===== config.mk =====
export PLATFORM = sky130hd
export DESIGN_NAME = toggle_channel
export DESIGN_NICKNAME = d
export VERILOG_FILES = /design/src/toggle_channel.sv
export SDC_FILE = /design/constraint.sdc
export NUM_CORES = 1
export LEC_CHECK = 0
export BUFFER_PORTS_ARGS = -buffer_cell sky130_fd_sc_hd__buf_2
export CORE_AREA = 2 2 39 41
export CTS_CLUSTER_SIZE = 24
export DETAILED_ROUTE_END_ITERATION = 12
export DIE_AREA = 0 0 41 43
export GPL_TIMING_DRIVEN = 0
export PLACE_DENSITY = 0.62
export SYNTH_ARGS = -nofsm -noshare
export SYNTH_HDL_FRONTEND = slang
export SYNTH_SLANG_ARGS = --single-unit
export TNS_END_PERCENT = 100

===== constraint.sdc =====
create_clock -name clk12m -period 1 [get_ports clk12m]
set_input_delay 0.05 -clock clk12m [delete_from_list [all_inputs] [get_ports clk12m]]
set_output_delay 0.05 -clock clk12m [all_outputs]
set_load 0.02 [all_outputs]

===== src/toggle_channel.sv =====
`timescale 1ns/1ps

module toggle_channel #(
	parameter type payload_t = logic [7:0]
) (
	input logic clk12m,
	input logic sense_reset,
	input logic send,
	input payload_t payload_in,
	input logic done,
	output payload_t payload,
	output logic pending,
	output logic busy
);

	logic seq;
	logic ack;

	always_ff @(posedge clk12m) begin
		if (sense_reset) begin
			seq <= 1'b0;
			ack <= 1'b0;
		end else begin
			if (send)
				seq <= ~seq;
			if (done)
				ack <= seq; // receiver catches up
		end
	end

	always_ff @(posedge clk12m) begin
		if (send)
			payload <= payload_in;
	end

	assign pending = seq != ack; // receiver side
	assign busy = seq != ack; // sender side

	assert property (@(posedge clk12m) disable iff (sense_reset) send |-> !busy);
	assert property (@(posedge clk12m) disable iff (sense_reset) done |-> pending);

endmodule


======== Yosys cells after proc, flatten, opt, wreduce, memory -nomap -nowiden ========
Cells that the tools add are included.
storage, ports and cells
  register bits ........................... 10
  output and inout port bits .............. 10
  word-level logic and storage cells ...... 5
  input port bits ......................... 12
operators by class
  equality and inequality tests ........... 1
  bitwise gates (word level) .............. 1
operator list
  operator       count
  1-bit != test  1
  1-bit NOT      1

======== Longest topological paths before layout ========
Gate-level depths: netlist of run 1.
  word-level depth ........................ 1
  depth in mapped cells ................... 2
  gate-level depth less buffers ........... 2

======== Worst setup path after synthesis of run 1 ========
Ideal clock, no wire load.
  kind .................................... flip-flop to output port
  from .................................... register seq
  to ...................................... output port pending
  arrival ................................. 0.988 ns
  data required time ...................... 0.950 ns
  stages on the path, launching flop included .. 3
  path slack .............................. -0.038 ns
  cells stage by stage .................... dfxtp_1 -> xor2_1 -> buf_4
on the way
  cells in the longest elaborated chain, start to end .. 1
ends and longest elaborated chain
  item                    RTL line  RTL
  start, declared         16        logic seq;
  start signal, assigned  25        seq <= ~seq;
  1-bit != test           --
  end, declared           12        output logic pending,
Every way passes these cells.

======== Final worst setup path of run 1 ========
  from .................................... register ack
  to ...................................... output port pending
on the way
  cells in the longest elaborated chain, start to end .. 1
ends and longest elaborated chain
  item                    RTL line  RTL
  start, declared         17        logic ack;
  start signal, assigned  27        ack <= seq;
  1-bit != test           36        assign pending = seq != ack;
Every way passes these cells.

==> summary.log, run 1 <==
[timing] transition time at the pin with the least slew margin 0.1975 ns
[placed_design] count of buffers inserted at the top-level ports 21
[yosys] list of most frequent post-synthesis cells sky130_fd_sc_hd__edfxtp_1 (8), sky130_fd_sc_hd__dfxtp_1 (2), sky130_fd_sc_hd__nor2_1 (2)
[drt] Avg WL per Cell 11.02 um
[timing] time the worst path needs with I/O delays and setup 1.057 ns
[clock_tree] clock buffer depth 2
[drt] number of nets with antenna violations after detailed routing 0
[yosys] adder and majority cell fraction of the synthesized area 0%
[power_and_ir_drop] Max VDD drop 0.6746 mV
[die] standard-cell rows 14
[drt] number of design rule violations left after detail routing 0
[grt] number of global-route vias before repair 244
[die] die span in x 41 um
[yosys] post-synthesis mux area share 3.101%
[grt] pin count of the biggest net entering global routing 10
[yosys] number of synthesized flops with an enable pin 8
[yosys] largest family of logic cells by synthesized area XOR/XNOR gates
[die] Core Footprint 1384 um^2
[worst_setup_path] worst-case reg-to-reg path depth 2
[yosys] total of flip-flops plus latches after synthesis 10
[yosys] Distinct cells, synth 7
[flow_run] Max Cap Violations 0
[clock_tree] number of H-tree branching levels 1
[timing] Setup-failing EPs final 1
[layout] Area Overhead vs Synth 80.62%
[yosys] post-synthesis compound-gate area fraction 0%
[worst_setup_path] data arrival time of the critical path 1.01 ns
[power_and_ir_drop] Sequential Power Share 52.8%
[yosys] library cell with the largest summed area after synthesis sky130_fd_sc_hd__edfxtp_1
[timing] final number of hold-violating endpoints 0
[power_and_ir_drop] overall power consumption 946.3 uW
[layout] layout net count 63
[yosys] share of async-settable or async-resettable flops after synthesis 0%
[drt] drt first-iter violations 3
[power_and_ir_drop] Clock power frac 28.3%
[timing] final setup skew 0.00009190 ns
[hold_path] endpoint with the worst hold slack ack
[hold_path] hold path startpoint done
[yosys] sequential-to-total area share from yosys stat 86.82%
[timing] share of the clock period used by the worst path 105.7%
[yosys] ranking of synthesized cells by area sky130_fd_sc_hd__edfxtp_1 (74%), sky130_fd_sc_hd__dfxtp_1 (12%), sky130_fd_sc_hd__mux2i_1 (3.1%)
[clock_tree] cell at the root of the clock tree sky130_fd_sc_hd__clkbuf_4
[yosys] parity-gate share of the synthesized area counting xor and xnor cells 5.426%
[grt] number of antenna violations at the first check in global routing 0
[clock_tree] cts bufs inserted 3
[placed_design] HPWL after DPL 502.4 um
[yosys] Yosys Warn Count 0
[drt] Total Wirelength 727 um
[power_and_ir_drop] Switching Fraction 24.11%
[worst_setup_path] largest fanout on the critical path 2
[layout] n_diodes 0
[power_and_ir_drop] portion of total power attributed to combinational logic 18.9%
[grt] aggregate global-route resource usage 9.276%
[yosys] fraction of synthesized cell area taken by the top area cell type 74.42%
[yosys] cell area after technology mapping 322.8 um^2
[yosys] Synth Area in Simple Gates 2.326%
[clock_tree] clock latency reported for the late side of the worst-skew pair 0.25 ns
[die] DIE HEIGHT 43 um
[drt] vias after detailed routing 240
[yosys] mean area per synthesized cell 20.18 um^2
[power_and_ir_drop] leakage component of the power 0.0002582 uW
[yosys] number of instances in the synthesized netlist 16
[worst_setup_path] register-to-register setup slack 0.35 ns
[grt] overflow left after global routing 0
[timing] final slew viol count 0
[timing] Setup WS post-layout -0.05729 ns
[drt] first-pass detailed-route iteration total 3
[layout] area of all placed cells without fillers 583.1 um^2
[worst_setup_path] origin of the critical flop-to-flop path seq
[worst_setup_path] cell-by-cell trace of the critical path xor2_2 > buf_4 > buf_6
[yosys] Post-Syn Nets 28
[die] total I/O pin count 22
[worst_setup_path] nature of the critical path startpoint flop
[placed_design] Placed Instance Area 455.4 um^2
[clock_tree] clock sink count 10
[die] die area 1763 um^2
[drt] vias per cell 3.636
[outcome] result of the run finished, violations left
[worst_setup_path] kind of end point of the critical path output port
[timing] RSZ-0062 raised after global routing yes
[hold_path] Tightest Hold Check Type in -> reg
[timing] maximum frequency from static timing analysis 945.8 MHz
[power_and_ir_drop] power density relative to cell area 1623 nW/um^2
[power_and_ir_drop] cell internal power dissipation 718.1 uW
[timing] slew margin rel. 86.83%
[grt] global-route wire length before repair 993 um
[die] Initial Util 23.33%
[worst_setup_path] critical path start-end classification reg -> out
[worst_setup_path] CP max stage cell sky130_fd_sc_hd__dfxtp_2
[hold_path] Hold Crit Depth 3
[clock_tree] CTS tree yes
[outcome] violated checks setup timing
[power_and_ir_drop] net switching power figure 228.2 uW
[worst_setup_path] reg-to-reg endpoint seq
[layout] share of post-route cells with drive strength above 1 56.00%
[yosys] most instantiated library cell after synthesis sky130_fd_sc_hd__edfxtp_1
[yosys] leading register cell type out of synthesis sky130_fd_sc_hd__edfxtp_1
[worst_setup_path] largest stage delay on the critical path 0.33 ns
[clock_tree] clock slew at reported path FFs 0.06 ns
[placed_design] gpl congestion 0.5734
[worst_setup_path] CP Data Required Time 0.95 ns
## area by class of cell
type,instances,area (um^2)
Buffer,1,7.507
Sequential cell,10,285.3
Timing Repair Buffer,30,201.4
Clock inverter,1,3.754
Clock buffer,3,22.52
Fill cell,132,800.8
Multi-Input combinational cell,5,42.54
Tap cell,16,20.02
## cells in the final DEF (no fill, tap or decap)
master / n
sky130_fd_sc_hd__buf_2: 20
sky130_fd_sc_hd__mux2i_1: 1
sky130_fd_sc_hd__clkbuf_4: 3
sky130_fd_sc_hd__xor2_2: 1
sky130_fd_sc_hd__clkinv_1: 1
sky130_fd_sc_hd__buf_4: 1
sky130_fd_sc_hd__nor2_1: 2
sky130_fd_sc_hd__dlygate4sd3_1: 9
sky130_fd_sc_hd__xnor2_1: 1
sky130_fd_sc_hd__dfxtp_2: 1
sky130_fd_sc_hd__dfxtp_4: 1
sky130_fd_sc_hd__edfxtp_1: 8
sky130_fd_sc_hd__buf_6: 1
## logic make-up after synthesis
logic type    Yosys count
xor+xnor                2
buf+inv                 1
flops                  10
mux                     1
simple gates            2
## per-layer routing
layer  GRT usage, %  up-vias  routed length, um
met3          5.759        0                109
met4          6.000        0                  0
met1          9.459       95                317
met5              0        -                  0
li1               -      123                  -
met2          13.44       22                300
## critical path, delay by kind of cell (launching register included)
| family | cells | cell delay (ns) |
|---|---|---|
| flip-flops | 1 | 0.33 |
| buffers and inverters | 2 | 0.25 |
| XOR/XNOR | 1 | 0.17 |
## power by group through the flow
stage | Sequential (uW) | Combinational, uW | Clock (uW)
after floorplan | 543 | 42.6 | 0
after global placement | 506 | 142 | 0
after detailed placement | 507 | 143 | 0
after CTS | 500 | 180 | 288
after global routing | 503 | 192 | 315
final | 500 | 179 | 268
## worst max path at each step
stage | from | endpoint | cells past startpoint | slack (ns)
6_report | ack | pending | 3 | -0.06
5_1_grt | ack | pending | 3 | -0.10
4_1_cts | ack | pending | 3 | -0.07
3_5_place_dp | seq | pending | 3 | 0.15
3_3_place_gp | seq | pending | 3 | 0.13
2_1_floorplan | seq | pending | 2 | 0.08
## sequential cells by signal, summed over array words and instances (netlist names)
name     flops
seq          1
ack          1
payload      8
## stage by stage
step                      setup TNS [ns]  hold WS [ns]  util (%)  std cells  setup WS (ns)
after floorplan                        0        0.1224         -         16        0.08403
after global placement                 0        0.2274     32.91         53         0.1346
after detailed placement               0        0.2286     32.91         53         0.1537
after CTS                       -0.08520       0.04167     42.13         66       -0.07324
after global routing             -0.1491       0.05841     42.13         66        -0.1014
final                           -0.05729       0.05149     42.13         66       -0.05729
## what timing repair did
item                       4_1_cts  5_1_grt
setup endpoints to repair        2        2
cloned                           0        0
hold endpoints to repair        10        0
hold buffers                     9        0
resized for setup                5        0
buffers inserted                 0        0
Note: power is estimated with default switching activity, not from simulation.
==> run 2: changes to the inputs <==
- SKIP_CTS_REPAIR_TIMING: unset -> 1
==> run 2 against run 1 <==
The flow still finishes with violations (setup timing); sequential share of layout area unchanged; final area stayed put; first-iteration DRC count did not move; count of clock-buffer cells in the layout stayed put; utilization did not move; clock power about the same; clock skew unchanged; power about the same; fmax is essentially flat; critical path type unchanged.
==> summary.log, run 2 (synthesis results as in run 1) <==
[worst_setup_path] nature of the critical path startpoint flop
[worst_setup_path] origin of the critical flop-to-flop path seq
[grt] number of antenna violations at the first check in global routing 0 [unchanged]
[timing] Setup WS post-layout -0.05727 ns [+0.00001980 ns]
[timing] final setup skew 0.00009190 ns [unchanged]
[die] DIE HEIGHT 43 um [unchanged]
[power_and_ir_drop] Max VDD drop 0.6746 mV [about the same]
[worst_setup_path] register-to-register setup slack 0.35 ns [about the same]
[layout] Area Overhead vs Synth 80.62% [unchanged]
[placed_design] count of buffers inserted at the top-level ports 21 [unchanged]
[timing] transition time at the pin with the least slew margin 0.1962 ns [-0.001238 ns]
[die] die area 1763 um^2 [unchanged]
[drt] Total Wirelength 726 um [-0.14%]
[drt] vias after detailed routing 241 [+0.42%]
[clock_tree] clock sink count 10 [unchanged]
[timing] final number of hold-violating endpoints 0 [unchanged]
[power_and_ir_drop] cell internal power dissipation 718.1 uW [about the same]
[clock_tree] clock latency reported for the late side of the worst-skew pair 0.25 ns [about the same]
[timing] maximum frequency from static timing analysis 945.8 MHz [about the same]
[die] die span in x 41 um [unchanged]
[drt] number of design rule violations left after detail routing 0 [unchanged]
[outcome] result of the run finished, violations left
[power_and_ir_drop] net switching power figure 228.3 uW [about the same]
[outcome] violated checks setup timing
[die] Core Footprint 1384 um^2 [unchanged]
[hold_path] hold path startpoint done
[die] Initial Util 23.33% [unchanged]
[clock_tree] cts bufs inserted 3 [unchanged]
[power_and_ir_drop] Clock power frac 28.3% [about the same]
[timing] Setup-failing EPs final 1 [unchanged]
[grt] global-route wire length before repair 883 um [-11%]
[layout] area of all placed cells without fillers 583.1 um^2 [unchanged]
[drt] first-pass detailed-route iteration total 3 [unchanged]
[layout] share of post-route cells with drive strength above 1 56.00% [unchanged]
[clock_tree] cell at the root of the clock tree sky130_fd_sc_hd__clkbuf_4
[drt] number of nets with antenna violations after detailed routing 0 [unchanged]
[die] standard-cell rows 14 [unchanged]
[timing] Min Hold Slack 0.05140 ns [-0.00009220 ns]
[grt] pin count of the biggest net entering global routing 10 [unchanged]
[layout] top library cells by usage in the layout, fill and taps aside sky130_fd_sc_hd__buf_2 (20), sky130_fd_sc_hd__dlygate4sd3_1 (9), sky130_fd_sc_hd__edfxtp_1 (8), sky130_fd_sc_hd__clkbuf_4 (3), sky130_fd_sc_hd__nor2_1 (2)
[clock_tree] number of H-tree branching levels 1 [unchanged]
[clock_tree] CTS tree yes
[placed_design] gpl congestion 0.5734 [unchanged]
[timing] slew margin rel. 86.92% [about the same]
[worst_setup_path] critical path start-end classification reg -> out
[timing] setup tns final -0.05727 ns [+0.00001980 ns]
[power_and_ir_drop] portion of total power attributed to combinational logic 18.9% [about the same]
[timing] share of the clock period used by the worst path 105.7% [about the same]
[layout] n_diodes 0 [unchanged]
[layout] count of placed standard cells in the final layout, fillers left out 66 [unchanged]
[timing] time the worst path needs with I/O delays and setup 1.057 ns [-0.00001980 ns]
[worst_setup_path] CP Data Required Time 0.95 ns [about the same]
[placed_design] worst setup slack before clock tree synthesis 0.1537 ns [unchanged]
[clock_tree] clock buffer depth 2 [unchanged]
[placed_design] DP Cell Count 53 [unchanged]
[placed_design] Placed Instance Area 455.4 um^2 [unchanged]
[layout] Top Registers payload (8), ack (1), seq (1)
[timing] RSZ-0062 raised after global routing yes
[worst_setup_path] largest fanout on the critical path 2 [unchanged]
[layout] Largest Register payload
[power_and_ir_drop] Switching Fraction 24.13% [about the same]
[drt] Avg WL per Cell 11.00 um [-0.14%]
[die] total I/O pin count 22 [unchanged]
[power_and_ir_drop] Sequential Power Share 52.8% [about the same]
[worst_setup_path] data arrival time of the critical path 1.01 ns [about the same]
[layout] number of flip-flops in the largest register 8 [unchanged]
[power_and_ir_drop] power density relative to cell area 1623 nW/um^2 [about the same]
[drt] drt first-iter violations 3 [unchanged]
[hold_path] Tightest Hold Check Type in -> reg
[layout] layout net count 63 [unchanged]
[flow_run] Max Cap Violations 0 [unchanged]
[timing] final slew viol count 0 [unchanged]
[worst_setup_path] Crit. Startpoint ack
[placed_design] HPWL after DPL 502.4 um [unchanged]
[worst_setup_path] kind of end point of the critical path output port
[clock_tree] clock slew at reported path FFs 0.06 ns [about the same]
[grt] number of global-route vias before repair 218 [-11%]
[grt] overflow left after global routing 0 [unchanged]
[layout] commonest non-fill, non-tap cell in the layout sky130_fd_sc_hd__buf_2
[grt] aggregate global-route resource usage 8.155% [-1.1 points]
[power_and_ir_drop] leakage component of the power 0.0002582 uW [unchanged]
[drt] vias per cell 3.652 [+0.42%]
==> run 2: area by class of cell <==
| type | instances | area [um^2] |
|---|---|---|
| Timing Repair Buffer | 30 | 201.4 |
| Tap cell | 16 | 20.02 |
| Sequential cell | 10 | 285.3 |
| Clock buffer | 3 | 22.52 |
| Clock inverter | 1 | 3.754 |
| Buffer | 1 | 7.507 |
| Multi-Input combinational cell | 5 | 42.54 |
| Fill cell | 132 | 800.8 |
==> run 2: metal layers <==
metal / vias up / global-route usage (%) / wire (um)
met5: - / 0 / 0
met4: 0 / 6.000 / 0
met3: 0 / 5.236 / 86
met2: 22 / 10.94 / 299
met1: 96 / 8.784 / 340
li1: 123 / - / -
==> run 2: path summary, 6_finish.rpt <==
| check | end | cells after the start |
|---|---|---|
| min | ack | 3 |
| max | pending | 3 |
| min reg2reg | ack | 2 |
| max reg2reg | seq | 2 |
==> run 2: worst max-delay path: stages (launching register included) <==
cell and delay [ns]:
sky130_fd_sc_hd__dfxtp_2 0.33, sky130_fd_sc_hd__xor2_2 0.17, sky130_fd_sc_hd__buf_4 0.13, sky130_fd_sc_hd__buf_6 0.12
==> run 2: power by group through the flow <==
stage	clock network, uW	registers, uW	logic, uW
detailed placement	0	507	143
global route	315	503	192
CTS	288	499	143
floorplan	0	543	42.6
global placement	0	506	142
finish	268	500	179
==> run 2: through the flow <==
step                      utilization [%]  power, uW
final                               42.13      946.5
after global routing                42.13       1009
after CTS                           34.81      929.3
after detailed placement            32.91      650.0
after global placement              32.91      648.6
after floorplan                         -      585.3
==> run 3: changes to the inputs <==
- CORE_AREA: 2 2 39 41 -> 10 10 47 49
- DIE_AREA: 0 0 41 43 -> 0 0 57 59
==> run 3 against run 2 <==
Largest cell class unchanged; largest power group unchanged; the run still ends with setup timing left; highest routed layer is now met4; critical endpoint unchanged; power rose by 1.0%; non-clock buffer count rose by 1; die area rose by 91%.
==> summary.log, run 3 (synthesis results as in run 1) <==
[outcome] result of the run finished, violations left
[outcome] violated checks setup timing
[layout] commonest non-fill, non-tap cell in the layout sky130_fd_sc_hd__buf_2
[layout] Core Util, Final 42.14% [about the same]
[die] die area 3363 um^2 [+91%]
[timing] Min Hold Slack 0.06334 ns [+0.01194 ns]
[clock_tree] clock slew at reported path FFs 0.06 ns [about the same]
[worst_setup_path] cell family with the largest share of critical-path delay flip-flops
[clock_tree] clock buffer depth 2 [unchanged]
[layout] area of all placed cells without fillers 590.6 um^2 [+1.3%]
[grt] number of global-route vias before repair 262 [+20%]
[worst_setup_path] critical path start-end classification reg -> out
[clock_tree] clock sink count 10 [unchanged]
[grt] overflow left after global routing 0 [unchanged]
[placed_design] worst setup slack before clock tree synthesis 0.1412 ns [-0.01244 ns]
[drt] number of nets with antenna violations after detailed routing 0 [unchanged]
[layout] top library cells by usage in the layout, fill and taps aside sky130_fd_sc_hd__buf_2 (20), sky130_fd_sc_hd__dlygate4sd3_1 (9), sky130_fd_sc_hd__edfxtp_1 (8), sky130_fd_sc_hd__clkbuf_4 (3)
[layout] total of fill cells in the finished design 141 [+6.8%]
[timing] final setup skew 0.00004682 ns [-0.00004508 ns]
[drt] vias per cell 3.672 [+0.55%]
[power_and_ir_drop] power density relative to cell area 1619 nW/um^2 [-0.25%]
[layout] number of flip-flops in the largest register 8 [unchanged]
[die] standard-cell rows 14 [unchanged]
[die] die span in x 57 um [+39%]
[clock_tree] number of H-tree branching levels 1 [unchanged]
[die] DIE HEIGHT 59 um [+37%]
[layout] share of post-route cells with drive strength above 1 56.86% [+0.86 points]
[timing] time the worst path needs with I/O delays and setup 1.074 ns [+0.01677 ns]
[drt] number of design rule violations left after detail routing 0 [unchanged]
[layout] n_diodes 0 [unchanged]
[power_and_ir_drop] leakage component of the power 0.0002631 uW [+1.9%]
[grt] global-route wire length before repair 1200 um [+36%]
[worst_setup_path] data arrival time of the critical path 1.02 ns [about the same]
[power_and_ir_drop] overall power consumption 956.2 uW [+1.0%]
[worst_setup_path] worst-case reg-to-reg path depth 3 [+1]
[timing] maximum frequency from static timing analysis 931.1 MHz [-1.6%]
[layout] layout net count 64 [+1.6%]
[worst_setup_path] CP max stage cell sky130_fd_sc_hd__dfxtp_4
[clock_tree] CTS tree yes
[timing] Setup-failing EPs final 1 [unchanged]
[die] total I/O pin count 22 [unchanged]
[drt] vias after detailed routing 246 [+2.1%]
[timing] share of the clock period used by the worst path 107.4% [+1.7 points]
[grt] number of antenna violations at the first check in global routing 0 [unchanged]
[power_and_ir_drop] Max VDD drop 0.5860 mV [-13%]
[timing] RSZ-0062 raised after global routing yes
[layout] Top Registers payload (8), ack (1), seq (1)
[hold_path] Tightest Hold Check Type in -> reg
[clock_tree] cts bufs inserted 3 [unchanged]
[timing] final number of hold-violating endpoints 0 [unchanged]
[layout] Area Overhead vs Synth 82.95%
[worst_setup_path] sum of buffers and inverters on the critical path 2 [unchanged]
[timing] transition time at the pin with the least slew margin 0.2008 ns [+0.004508 ns]
[clock_tree] cell at the root of the clock tree sky130_fd_sc_hd__clkbuf_4
[grt] aggregate global-route resource usage 4.834% [-3.3 points]
[layout] Largest Register payload
[worst_setup_path] kind of end point of the critical path output port
[grt] pin count of the biggest net entering global routing 10 [unchanged]
[die] Core Footprint 1401 um^2 [+1.3%]
[hold_path] Hold Crit Depth 3 [unchanged]
[worst_setup_path] cell depth of the worst setup path 3 [unchanged]
[drt] first-pass detailed-route iteration total 3 [unchanged]
[worst_setup_path] largest fanout on the critical path 2 [unchanged]
[placed_design] count of buffers inserted at the top-level ports 21 [unchanged]
[drt] drt first-iter violations 2 [-1]
[placed_design] gpl congestion 0.6594 [+15%]
[timing] Setup WS post-layout -0.07404 ns [-0.01677 ns]
[placed_design] Placed Instance Area 455.4 um^2 [unchanged]
[die] Initial Util 23.04% [-0.29 points]
[timing] final slew viol count 0 [unchanged]
[worst_setup_path] nature of the critical path startpoint flop
[worst_setup_path] largest stage delay on the critical path 0.35 ns [+0.02 ns]
[drt] Avg WL per Cell 13.01 um [+18%]
[worst_setup_path] cell-by-cell trace of the critical path xor2_2 > buf_4 > buf_6
[timing] slew margin rel. 86.62% [-0.30 points]
[worst_setup_path] CP Data Required Time 0.95 ns [about the same]
[flow_run] Max Cap Violations 0 [unchanged]
[drt] Total Wirelength 872 um [+20%]
[clock_tree] clock latency reported for the late side of the worst-skew pair 0.25 ns [about the same]
-- run 3: changes by cell type in the layout (fill, tap and decap cells not counted), sizes merged --
cell,before,now
buf,22,23
-- run 3: worst min-delay path, cell delays in order --
cell                      delay, ns
sky130_fd_sc_hd__buf_2         0.09
sky130_fd_sc_hd__mux2i_1       0.06
sky130_fd_sc_hd__nor2_1        0.08
-- run 3: path summary, 6_finish.rpt --
check | from | end | slack (ns)
min reg2reg | ack | ack | 0.53
max reg2reg | seq | seq | 0.23
max | seq | pending | -0.07
min | done | ack | 0.06
-- run 3: routing by layer --
| layer | GRT usage, % | up-vias | part of all wire (%) |
|---|---|---|---|
| met3 | 3.433 | 2 | 17 |
| met5 | 0 | - | 0 |
| met2 | 4.186 | 22 | 32 |
| li1 | - | 125 | - |
| met4 | 4.027 | 0 | 0.69 |
| met1 | 6.796 | 97 | 51 |
-- run 3: final cells by class --
type / count / area (um^2) / share of cell area, %
timing repair buffer: 31 / 209.0 / 35.38
buffer: 1 / 7.507 / 1.271
sequential: 10 / 285.3 / 48.31
clock buffer: 3 / 22.52 / 3.814
clock inverter: 1 / 3.754 / 0.6356
multi-input combinational: 5 / 42.54 / 7.203
tap: 16 / 20.02 / 3.390
-- run 3: power by group --
part           internal [uW]  total [uW]  switching [uW]
Sequential               486         499            13.3
Combinational           93.9         188            94.6
Clock                    143         269             125
-- run 3: stage by stage --
step	cells	TNS, ns
finish	67	-0.07404
global route	67	-0.1841
CTS	57	-0.2564
detailed placement	53	0
global placement	53	0
floorplan	16	0
